File: src/logic/game_pkg.sv
//######################################################################
// game_pkg
// round states and scoring limits of the penalty shootout game
//######################################################################

package game_pkg;

    // each state shows the screen of the same name
    typedef enum logic [2:0] {
        START,
        SHOOTER,
        KEEPER,
        WINNER,
        LOOSER
    } game_state_t;

    typedef logic [1:0] dir_t;     // aim of the shooter or dive of the keeper
    typedef logic [2:0] score_t;

    localparam logic [2:0] SHOTS_PER_GAME = 3'd5;
    localparam score_t     GOALS_TO_WIN   = 3'd3;   // at least this many goals wins

endpackage

File: src/logic/vga_pkg.sv
//######################################################################
// vga_pkg
// VGA 800x600 timing constants and the pixel types shared by the
// timing generator, the screen renderers and the output stage
//######################################################################

package vga_pkg;

    typedef logic [10:0] hcount_t;
    typedef logic [10:0] vcount_t;
    typedef logic [11:0] rgb_t;    // 4 bits each of red, green, blue

    // horizontal timing in pixels
    localparam hcount_t H_ACTIVE = 11'd800;
    localparam hcount_t H_FP     = 11'd40;
    localparam hcount_t H_SYNC   = 11'd128;
    localparam hcount_t H_TOTAL  = 11'd1056;

    // vertical timing in lines
    localparam vcount_t V_ACTIVE = 11'd600;
    localparam vcount_t V_FP     = 11'd1;
    localparam vcount_t V_SYNC   = 11'd4;
    localparam vcount_t V_TOTAL  = 11'd628;

    localparam rgb_t RGB_BLACK = 12'h000;

endpackage
File: src/logic/game_if.sv
//######################################################################
// game_if
// one pixel worth of VGA beam position, sync, blank and colour
//######################################################################

interface game_if;

    vga_pkg::vcount_t vcount;
    logic             vsync;
    logic             vblnk;
    vga_pkg::hcount_t hcount;
    logic             hsync;
    logic             hblnk;
    vga_pkg::rgb_t    rgb;

    modport out (
        output vcount, vsync, vblnk, hcount, hsync, hblnk, rgb
    );

    modport in (
        input vcount, vsync, vblnk, hcount, hsync, hblnk, rgb
    );

endinterface

File: src/logic/penalty_top.sv
//######################################################################
// penalty_top
// penalty shootout display path: timing, round controller, five
// screens and the output stage, video lags the timing by two cycles
//######################################################################

module penalty_top (
    input  logic                  clk,
    input  logic                  rst,
    input  logic                  start,
    input  logic                  shoot,
    input  game_pkg::dir_t        aim,
    input  logic                  dive_go,
    input  game_pkg::dir_t        dive,
    output vga_pkg::hcount_t      hcount,
    output vga_pkg::vcount_t      vcount,
    output logic                  hsync,
    output logic                  vsync,
    output logic                  hblnk,
    output logic                  vblnk,
    output vga_pkg::rgb_t         rgb,
    output game_pkg::game_state_t game_state,
    output game_pkg::score_t      goals
);

    game_if timing_if ();
    game_if start_if ();
    game_if shooter_if ();
    game_if keeper_if ();
    game_if winner_if ();
    game_if looser_if ();
    game_if out_if ();

    vga_timing u_timing (.clk, .rst, .vid(timing_if));

    game_fsm u_fsm (
        .clk, .rst, .start, .shoot, .dive_go, .aim, .dive,
        .state(game_state),
        .goals,
        .shots()
    );

    // dark blue with a centred white box
    screen_draw #(
        .bg_color(12'h008), .box_color(12'hfff),
        .box_x0(11'd300), .box_x1(11'd499), .box_y0(11'd200), .box_y1(11'd399)
    ) u_start (.clk, .rst, .timing(timing_if), .vid(start_if));

    screen_draw #(
        .bg_color(12'h2a3), .box_color(12'hff0),
        .box_x0(11'd100), .box_x1(11'd299), .box_y0(11'd350), .box_y1(11'd549)
    ) u_shooter (.clk, .rst, .timing(timing_if), .vid(shooter_if));

    screen_draw #(
        .bg_color(12'h3b3), .box_color(12'hf80),
        .box_x0(11'd350), .box_x1(11'd449), .box_y0(11'd150), .box_y1(11'd449)
    ) u_keeper (.clk, .rst, .timing(timing_if), .vid(keeper_if));

    screen_draw #(
        .bg_color(12'hfd0), .box_color(12'h0c0),
        .box_x0(11'd250), .box_x1(11'd549), .box_y0(11'd250), .box_y1(11'd349)
    ) u_winner (.clk, .rst, .timing(timing_if), .vid(winner_if));

    screen_draw #(
        .bg_color(12'h600), .box_color(12'h888),
        .box_x0(11'd250), .box_x1(11'd549), .box_y0(11'd250), .box_y1(11'd349)
    ) u_looser (.clk, .rst, .timing(timing_if), .vid(looser_if));

    output_selector u_sel (
        .clk, .rst, .game_state,
        .in_start(start_if), .in_shooter(shooter_if), .in_keeper(keeper_if),
        .in_winner(winner_if), .in_looser(looser_if),
        .out(out_if)
    );

    assign hcount = out_if.hcount;
    assign vcount = out_if.vcount;
    assign hsync  = out_if.hsync;
    assign vsync  = out_if.vsync;
    assign hblnk  = out_if.hblnk;
    assign vblnk  = out_if.vblnk;
    assign rgb    = out_if.rgb;

endmodule

File: src/logic/output_selector.sv
//######################################################################
// output_selector
// picks the renderer of the current game state and registers its
// video signals onto the output
//######################################################################

module output_selector (
    input  logic                  clk,
    input  logic                  rst,
    input  game_pkg::game_state_t game_state,
    game_if.in                    in_start,
    game_if.in                    in_shooter,
    game_if.in                    in_keeper,
    game_if.in                    in_winner,
    game_if.in                    in_looser,
    game_if.out                   out
);

    vga_pkg::vcount_t sel_vcount;
    logic             sel_vsync;
    logic             sel_vblnk;
    vga_pkg::hcount_t sel_hcount;
    logic             sel_hsync;
    logic             sel_hblnk;
    vga_pkg::rgb_t    sel_rgb;

    // start screen unless another state matches, which also covers bad encodings
    always_comb begin
        sel_vcount = in_start.vcount;
        sel_vsync  = in_start.vsync;
        sel_vblnk  = in_start.vblnk;
        sel_hcount = in_start.hcount;
        sel_hsync  = in_start.hsync;
        sel_hblnk  = in_start.hblnk;
        sel_rgb    = in_start.rgb;
        case (game_state)
            game_pkg::SHOOTER: begin
                sel_vcount = in_shooter.vcount;
                sel_vsync  = in_shooter.vsync;
                sel_vblnk  = in_shooter.vblnk;
                sel_hcount = in_shooter.hcount;
                sel_hsync  = in_shooter.hsync;
                sel_hblnk  = in_shooter.hblnk;
                sel_rgb    = in_shooter.rgb;
            end
            game_pkg::KEEPER: begin
                sel_vcount = in_keeper.vcount;
                sel_vsync  = in_keeper.vsync;
                sel_vblnk  = in_keeper.vblnk;
                sel_hcount = in_keeper.hcount;
                sel_hsync  = in_keeper.hsync;
                sel_hblnk  = in_keeper.hblnk;
                sel_rgb    = in_keeper.rgb;
            end
            game_pkg::WINNER: begin
                sel_vcount = in_winner.vcount;
                sel_vsync  = in_winner.vsync;
                sel_vblnk  = in_winner.vblnk;
                sel_hcount = in_winner.hcount;
                sel_hsync  = in_winner.hsync;
                sel_hblnk  = in_winner.hblnk;
                sel_rgb    = in_winner.rgb;
            end
            game_pkg::LOOSER: begin
                sel_vcount = in_looser.vcount;
                sel_vsync  = in_looser.vsync;
                sel_vblnk  = in_looser.vblnk;
                sel_hcount = in_looser.hcount;
                sel_hsync  = in_looser.hsync;
                sel_hblnk  = in_looser.hblnk;
                sel_rgb    = in_looser.rgb;
            end
            default: ;
        endcase
    end

    always_ff @(posedge clk) begin
        if (rst) begin
            out.vcount <= '0;
            out.vsync  <= 1'b0;
            out.vblnk  <= 1'b0;
            out.hcount <= '0;
            out.hsync  <= 1'b0;
            out.hblnk  <= 1'b0;
            out.rgb    <= '0;
        end else begin
            out.vcount <= sel_vcount;
            out.vsync  <= sel_vsync;
            out.vblnk  <= sel_vblnk;
            out.hcount <= sel_hcount;
            out.hsync  <= sel_hsync;
            out.hblnk  <= sel_hblnk;
            out.rgb    <= sel_rgb;
        end
    end

endmodule

File: src/logic/screen_draw.sv
//######################################################################
// screen_draw
// paints one game screen, a flat background with a single box, and
// passes the beam timing on with the same one cycle delay
//######################################################################

module screen_draw #(
    parameter vga_pkg::rgb_t    bg_color  = 12'h000,
    parameter vga_pkg::rgb_t    box_color = 12'hfff,
    parameter vga_pkg::hcount_t box_x0    = 11'd0,
    parameter vga_pkg::hcount_t box_x1    = 11'd0,
    parameter vga_pkg::vcount_t box_y0    = 11'd0,
    parameter vga_pkg::vcount_t box_y1    = 11'd0
) (
    input  logic clk,
    input  logic rst,
    game_if.in   timing,
    game_if.out  vid
);

    vga_pkg::rgb_t rgb_nxt;
    logic          in_box;

    // box edges are part of the box
    assign in_box = (timing.hcount >= box_x0) && (timing.hcount <= box_x1) &&
                    (timing.vcount >= box_y0) && (timing.vcount <= box_y1);

    always_comb begin
        if (timing.hblnk || timing.vblnk) begin
            rgb_nxt = vga_pkg::RGB_BLACK;    // nothing is drawn in blanking
        end else if (in_box) begin
            rgb_nxt = box_color;
        end else begin
            rgb_nxt = bg_color;
        end
    end

    always_ff @(posedge clk) begin
        if (rst) begin
            vid.vcount <= '0;
            vid.vsync  <= 1'b0;
            vid.vblnk  <= 1'b0;
            vid.hcount <= '0;
            vid.hsync  <= 1'b0;
            vid.hblnk  <= 1'b0;
            vid.rgb    <= '0;
        end else begin
            vid.vcount <= timing.vcount;
            vid.vsync  <= timing.vsync;
            vid.vblnk  <= timing.vblnk;
            vid.hcount <= timing.hcount;
            vid.hsync  <= timing.hsync;
            vid.hblnk  <= timing.hblnk;
            vid.rgb    <= rgb_nxt;
        end
    end

endmodule

File: src/logic/game_fsm.sv
//######################################################################
// game_fsm
// round controller of the shootout, five shots per game, a shot is a
// goal when the keeper dives away from the aim
//######################################################################

module game_fsm (
    input  logic                     clk,
    input  logic                     rst,
    input  logic                     start,
    input  logic                     shoot,
    input  logic                     dive_go,
    input  game_pkg::dir_t           aim,
    input  game_pkg::dir_t           dive,
    output game_pkg::game_state_t    state,
    output game_pkg::score_t         goals,
    output logic [2:0]               shots
);

    game_pkg::game_state_t state_nxt;
    game_pkg::dir_t        aim_q;      // aim held from the shoot pulse to the dive
    game_pkg::dir_t        aim_nxt;
    game_pkg::score_t      goals_nxt;
    game_pkg::score_t      goals_after;
    logic [2:0]            shots_nxt;
    logic [2:0]            shots_after;

    always_comb begin
        state_nxt   = state;
        aim_nxt     = aim_q;
        goals_nxt   = goals;
        shots_nxt   = shots;
        goals_after = goals + ((dive != aim_q) ? 3'd1 : 3'd0);
        shots_after = shots + 3'd1;
        case (state)
            game_pkg::START: begin
                if (start) state_nxt = game_pkg::SHOOTER;
            end
            game_pkg::SHOOTER: begin
                if (shoot) begin
                    state_nxt = game_pkg::KEEPER;
                    aim_nxt   = aim;
                end
            end
            game_pkg::KEEPER: begin
                if (dive_go) begin
                    goals_nxt = goals_after;
                    shots_nxt = shots_after;
                    if (shots_after < game_pkg::SHOTS_PER_GAME) begin
                        state_nxt = game_pkg::SHOOTER;
                    end else if (goals_after >= game_pkg::GOALS_TO_WIN) begin
                        state_nxt = game_pkg::WINNER;
                    end else begin
                        state_nxt = game_pkg::LOOSER;
                    end
                end
            end
            game_pkg::WINNER, game_pkg::LOOSER: begin
                if (start) begin
                    state_nxt = game_pkg::START;
                    goals_nxt = '0;
                    shots_nxt = '0;
                end
            end
            default: state_nxt = game_pkg::START;
        endcase
    end

    always_ff @(posedge clk) begin
        if (rst) begin
            state <= game_pkg::START;
            goals <= '0;
            shots <= '0;
        end else begin
            state <= state_nxt;
            goals <= goals_nxt;
            shots <= shots_nxt;
        end
        aim_q <= aim_nxt;
    end

endmodule

File: src/logic/vga_timing.sv
//######################################################################
// vga_timing
// free running pixel and line counters for 800x600, registered sync
// and blank derived from the same counter values, colour held black
//######################################################################

module vga_timing (
    input  logic clk,
    input  logic rst,
    game_if.out  vid
);

    vga_pkg::hcount_t hcount_nxt;
    vga_pkg::vcount_t vcount_nxt;

    always_comb begin
        hcount_nxt = vid.hcount + 11'd1;
        vcount_nxt = vid.vcount;
        if (vid.hcount == vga_pkg::H_TOTAL - 11'd1) begin
            hcount_nxt = '0;
            if (vid.vcount == vga_pkg::V_TOTAL - 11'd1) begin
                vcount_nxt = '0;
            end else begin
                vcount_nxt = vid.vcount + 11'd1;
            end
        end
    end

    // sync and blank are decoded from the next counts so they line up with them
    always_ff @(posedge clk) begin
        if (rst) begin
            vid.hcount <= '0;
            vid.vcount <= '0;
            vid.hsync  <= 1'b0;
            vid.vsync  <= 1'b0;
            vid.hblnk  <= 1'b0;
            vid.vblnk  <= 1'b0;
            vid.rgb    <= vga_pkg::RGB_BLACK;
        end else begin
            vid.hcount <= hcount_nxt;
            vid.vcount <= vcount_nxt;
            vid.hsync  <= (hcount_nxt >= vga_pkg::H_ACTIVE + vga_pkg::H_FP) &&
                          (hcount_nxt < vga_pkg::H_ACTIVE + vga_pkg::H_FP + vga_pkg::H_SYNC);
            vid.vsync  <= (vcount_nxt >= vga_pkg::V_ACTIVE + vga_pkg::V_FP) &&
                          (vcount_nxt < vga_pkg::V_ACTIVE + vga_pkg::V_FP + vga_pkg::V_SYNC);
            vid.hblnk  <= hcount_nxt >= vga_pkg::H_ACTIVE;
            vid.vblnk  <= vcount_nxt >= vga_pkg::V_ACTIVE;
            vid.rgb    <= vga_pkg::RGB_BLACK;    // renderers paint the pixels
        end
    end

endmodule

File: config.mk
export PLATFORM = sky130hd
export DESIGN_NAME = penalty_top
export DESIGN_NICKNAME = d
export VERILOG_FILES = /design/src/logic/game_pkg.sv /design/src/logic/vga_pkg.sv /design/src/logic/game_if.sv /design/src/logic/penalty_top.sv /design/src/logic/output_selector.sv /design/src/logic/screen_draw.sv /design/src/logic/game_fsm.sv /design/src/logic/vga_timing.sv
export SDC_FILE = /design/constraint.sdc
export NUM_CORES = 1
export LEC_CHECK = 0
export BUFFER_PORTS_ARGS = -buffer_cell sky130_fd_sc_hd__buf_2
export CAP_MARGIN = 0
export CORE_ASPECT_RATIO = 0.9
export CORE_UTILIZATION = 58
export DETAILED_ROUTE_END_ITERATION = 6
export PLACE_DENSITY = 0.77
export SYNTH_ARGS = -nofsm -noshare
export SYNTH_HDL_FRONTEND = slang
export SYNTH_SLANG_ARGS = --single-unit
File: constraint.sdc
create_clock -name clk -period 2.9 [get_ports clk]
set_input_delay 0.435 -clock clk [delete_from_list [all_inputs] [get_ports clk]]
set_output_delay 0.435 -clock clk [all_outputs]
set_load 0.02 [all_outputs]
# Yosys cells after proc, flatten, opt, wreduce, memory -nomap -nowiden
# Index checks and enable logic that the tools add are counted.
# W data, S select, Z words.
# word_totals
in_bits,9
reg_bits,161
elab_cells,110
# classes
add_sub_neg,4
order_cmp,24
n_reduce_logical,22
n_mux,21
eq_ne,11
# ops
op,count
$le A11 B9 Y1 const B,6
$mux W12,5
$pmux W12 S4,1
$ge A11 B10 Y1 const B,4
$ge A11 B8 Y1 const B,4
$ge A11 B9 Y1 const B,3
$mux W11,3
$mux W3,8
$add A11 B1 Y11 const B,2
$le A11 B10 Y1 const B,2
$lt A11 B10 Y1 const B,2
$logic_and A1 B1 Y1,14
$pmux W3 S2,2
$pmux W3 S4,1
$eq A11 B10 Y1 const B,1
$eq A11 B11 Y1 const B,1
$ge A11 B7 Y1 const B,1
$ne A2 B2 Y1 const B,4
$eq A3 B2 Y1 const B,2
$reduce_and A4 Y1,1
$reduce_or A2 Y1,2
$add A3 B1 Y3 const B,1
$add A3 B3 Y3,1
$eq A3 B1 Y1 const B,1
other kinds (10),10

# Logic depth before layout (Yosys ltp)
# logic_depth
word_depth,8
depth_mapped,10
ltp_nobuf,10

# Hierarchy
# From an unflattened synthesis, not the netlist that was laid out.
# hier_totals
hier_cells,1021
area_unflattened_um2,9499.1
# by_module_without_submodules
mod,area_each_um2,seq_area_each_um2,cells_per_inst,n_inst
output_selector,2576.2,760.7,341,1
vga_timing,1664.1,520.5,196,1
screen_draw at u_shooter,944.7,580.6,88,1
screen_draw at u_keeper,933.4,580.6,84,1
screen_draw at u_winner,927.1,560.5,86,1
screen_draw at u_looser,924.6,560.5,84,1
screen_draw at u_start,898.4,560.5,78,1
game_fsm,630.6,240.2,64,1

# Least setup slack after synthesis
# Ideal clock, no wire load.
# synth_path
kind,register to register
from,register u_timing.vid.hcount[0]
to,register u_timing.vid.vsync
stages_incl_launch_ff,9
arrival_ns,2.281
path_buffers,0
setup_slack_ns,0.559
cell_sequence,dfxtp_1 > ha_1 > nand4_1 > or4_4 > nor3_2 > xnor2_1 > and3_1 > and3_1 > o2111a_1
# synth_between
elab_chain_len,4
# synth_rtl
element,line_no,source
from (decl),game_if.sv:17,"output vcount, vsync, vblnk, hcount, hsync, hblnk, rgb"
from (signal assigned),vga_timing.sv:40,vid.hcount <= hcount_nxt;
$eq A11 B11 Y1 *,vga_timing.sv:19,if (vid.hcount == vga_pkg::H_TOTAL - 11'd1) begin
$mux W11 *,vga_timing.sv:19,
$ge A11 B10 Y1 or $lt A11 B10 Y1 (tied branches),"vga_timing.sv:44, vga_timing.sv:45",
$logic_and A1 B1 Y1 *,vga_timing.sv:44,vid.vsync <= (vcount_nxt >= vga_pkg::V_ACTIVE + vga_pkg::V_FP) &&
to (signal assigned),vga_timing.sv:44,
to (decl),game_if.sv:17,
# Every way passes the cells marked *; elsewhere a longest branch is shown, timed or not.
# A chain may end at the register's enable or synchronous reset.

# Worst setup path in the final report
# layout_path
from,register u_timing.vid.hcount[1]
to,register u_timing.vid.vsync
# The elaborated chain is that of the path after synthesis.

==> run metrics <==
Post-layout nets between 500 and 600; pin count of the biggest net entering global routing 58; endpoints failing setup 0; core footprint about 7700 µm²; setup TNS 0 ns; peak supply drop 0.268 mV; cell-by-cell trace of the critical path ha_1 > nand4_1 > or4_4 > nor3_2 > xnor2_1 > and3_1 > and3_1 > o2111a_1; Worst-Skew Late Latency between 0.3 and 0.4 ns; via/cell ratio ~5.7; grt ovf 0; Die W roughly 96 µm; RSZ-0062 raised after global routing false; GP Congestion around 0.94; clk slew on worst S/H paths about 0.11 ns; cells on worst reg2reg path 8; # IOs 53; CP Data Arrival Time slightly above 3 ns; sequential area share after synthesis 46.9%; DIE HEIGHT a little under 90 µm; DP HPWL 6.78 mm; Die ar. around 8400 µm²; Req. time, crit path between 3 and 4 ns; PortBufs 52; Inserted Clock Buffers 9; share of layout cells above drive strength 1 between 10% and 20%; Worst Clk Skew 0.00991 ns; DR DRC count 0; Initial Util slightly above 60%; clock tree buffer depth 2; R2R Setup Slk approximately 0.19 ns; Syn Area/Cell ~9 µm²; post-synth cell types 63; WS Path Type reg2reg; Root Buffer clkbuf_8; ys async rst share 0%; CTS tree yes; post-synthesis cell area between 4000 and 5000 µm²; Post-Place Worst Slack ~0.27 ns; max_cap viols 0; antenna violations before repair 0; Worst Slack Setup Final slightly below 0.2 ns; worst min path class in2reg; Lkg Pwr about 2.1 nW; Worst-Margin Slew 0.797 ns; TritonCTS sink count ~110; syn_nets roughly 550; Rows 30; H-tree levels 3; DR pass1 iterations 6; Final ANT Viol Nets 0; total wire length 9.80 mm; Synth warnings 0; synthesis-to-layout area growth 10.9%; max incr delay on CP around 0.64 ns; Vias about 3800; Critical Path Fanout Max 8; cell with the largest stage delay on the worst path or4_4; global-route usage over all layers approximately 25%; fill count between 600 and 700; Primary FF master, synth dfxtp_1; fmax roughly 0.37 GHz; flop and latch count out of synthesis between 100 and 150; DR WL/cell 14.9 µm; most used cell, CP and3_1; Pwr per Cell Area between 500 and 600 nW/µm²; Post-CTS Setup Inserts 0; Cells after Synth between 500 and 600; outcome completed; hold path depth 1; crit path time final about 2.7 ns; vias in the first global route 3365; CP endpoint kind register; Final Slew Violations 0; Critical Path Start Type register; number of diodes 0; Post-synth EDFFs 2; Tcrit/Tclk final between 90 and 100%; first-pass GRT wire length ~16 mm; Rel. slew slack between 40% and 50%; initial DRC count ~220; final hold violations 0
flip-flops by register name, indices dropped and copies added, names as in the netlist, 11 cells and up:
signal and flops:
u_keeper.vid.hcount 11, u_sel.out.hcount 11, u_sel.out.rgb 11, u_sel.out.vcount 11, u_shooter.vid.vcount 11, u_timing.vid.hcount 11
u_timing.vid.vcount 11
critical path, delay by kind of cell (launching register included):
kind	cells	cell delay, ns
xor+xnor	1	0.17
compound gates	1	0.17
flops	1	0.48
simple gates	5	1.49
fa+ha+maj	1	0.36
layer usage:
layer	track usage [%]	share of wire (%)
met3	4.80	5.8
met1	34.8	46
met4	6.42	0.62
met2	39.2	47
met5	0	0
final timing paths:
| kind | to | start |
|---|---|---|
| hold reg to reg | u_keeper.vid.hsync | u_timing.vid.hsync |
| setup / recovery | u_timing.vid.vsync | u_timing.vid.hcount[1] |
| setup reg to reg | u_timing.vid.vsync | u_timing.vid.hcount[1] |
| hold / removal | u_fsm.aim_q[0] | aim[0] |
layout by cell type, fill, tap and decap left out, types with 11 or more instances in the layout:
master   instances
o21ai_0         18
a21oi_1         31
inv_1           14
nor2b_1         53
nor2_1          56
nand2_1         36
xnor2_1         14
buf_2           52
dfxtp_1        106
nor3_1          16
nand3_1         11
cell families (layout without fill, tap and decap cells):
family / after synthesis / count (layout) / synth area share, %
AOI/OAI and AO/OA: 110 / 110 / 15.9
buffers and inverters: 54 / 89 / 4.71
DFF: 108 / 108 / 46.9
muxes: 2 / 2 / 0.430
and+or+nand+nor: 226 / 226 / 25.9
xor gates and xnor gates: 20 / 20 / 3.76
adders and majority gates: 9 / 9 / 2.42
Yosys cell counts (11+ instances only):
| master | count | area [µm²] |
|---|---|---|
| inv_1 | 14 | 52.6 |
| nand3_1 | 11 | 55.1 |
| clkbuf_1 | 32 | 120 |
| xnor2_1 | 14 | 123 |
| nor2_1 | 56 | 210 |
| o21ai_0 | 18 | 90.1 |
| nor3_1 | 17 | 85.1 |
| a21oi_1 | 31 | 155 |
| nand2_1 | 36 | 135 |
| dfxtp_1 | 106 | 2120 |
| nor2b_1 | 53 | 332 |
area by class of cell:
| class | count | area (µm²) | share of cell area, % |
|---|---|---|---|
| timing repair buffer | 59 | 338 | 6.54 |
| inverter | 14 | 52.6 | 1.02 |
| multi-input combinational | 367 | 2260 | 43.7 |
| clock inverter | 7 | 88.8 | 1.72 |
| sequential | 108 | 2180 | 42.3 |
| clock buffer | 9 | 124 | 2.40 |
| tap | 96 | 120 | 2.33 |
where the power goes:
group | internal (W) | total [W] | switching (W) | leakage [nW]
clock network | 0.000355 | 0.000936 | 0.000581 | 0.107
logic | 0.000100 | 0.000255 | 0.000154 | 1.17
registers | 0.00152 | 0.00158 | 0.0000560 | 0.876
what timing repair did:
item / 4_1_cts / 5_1_grt
resized for setup: 0 / 1
hold buffers: 0 / 0
setup endpoints to repair: 0 / 1
through the flow:
step | cells | total power (W) | util [%] | cell area [µm²] | hold slack (ns)
final | 660 | 0.00277 | 67.4 | 5160 | 0.231
after global routing | 660 | 0.00290 | 67.4 | 5160 | 0.210
after CTS | 660 | 0.00279 | 67.4 | 5160 | 0.220
after detailed placement | 644 | 0.00187 | 64.6 | 4940 | 0.421
after global placement | 644 | 0.00186 | 64.6 | 4940 | 0.418
after floorplan | 529 | 0.00180 | - | 4650 | 0.403
(Power assumes the default switching activity.)
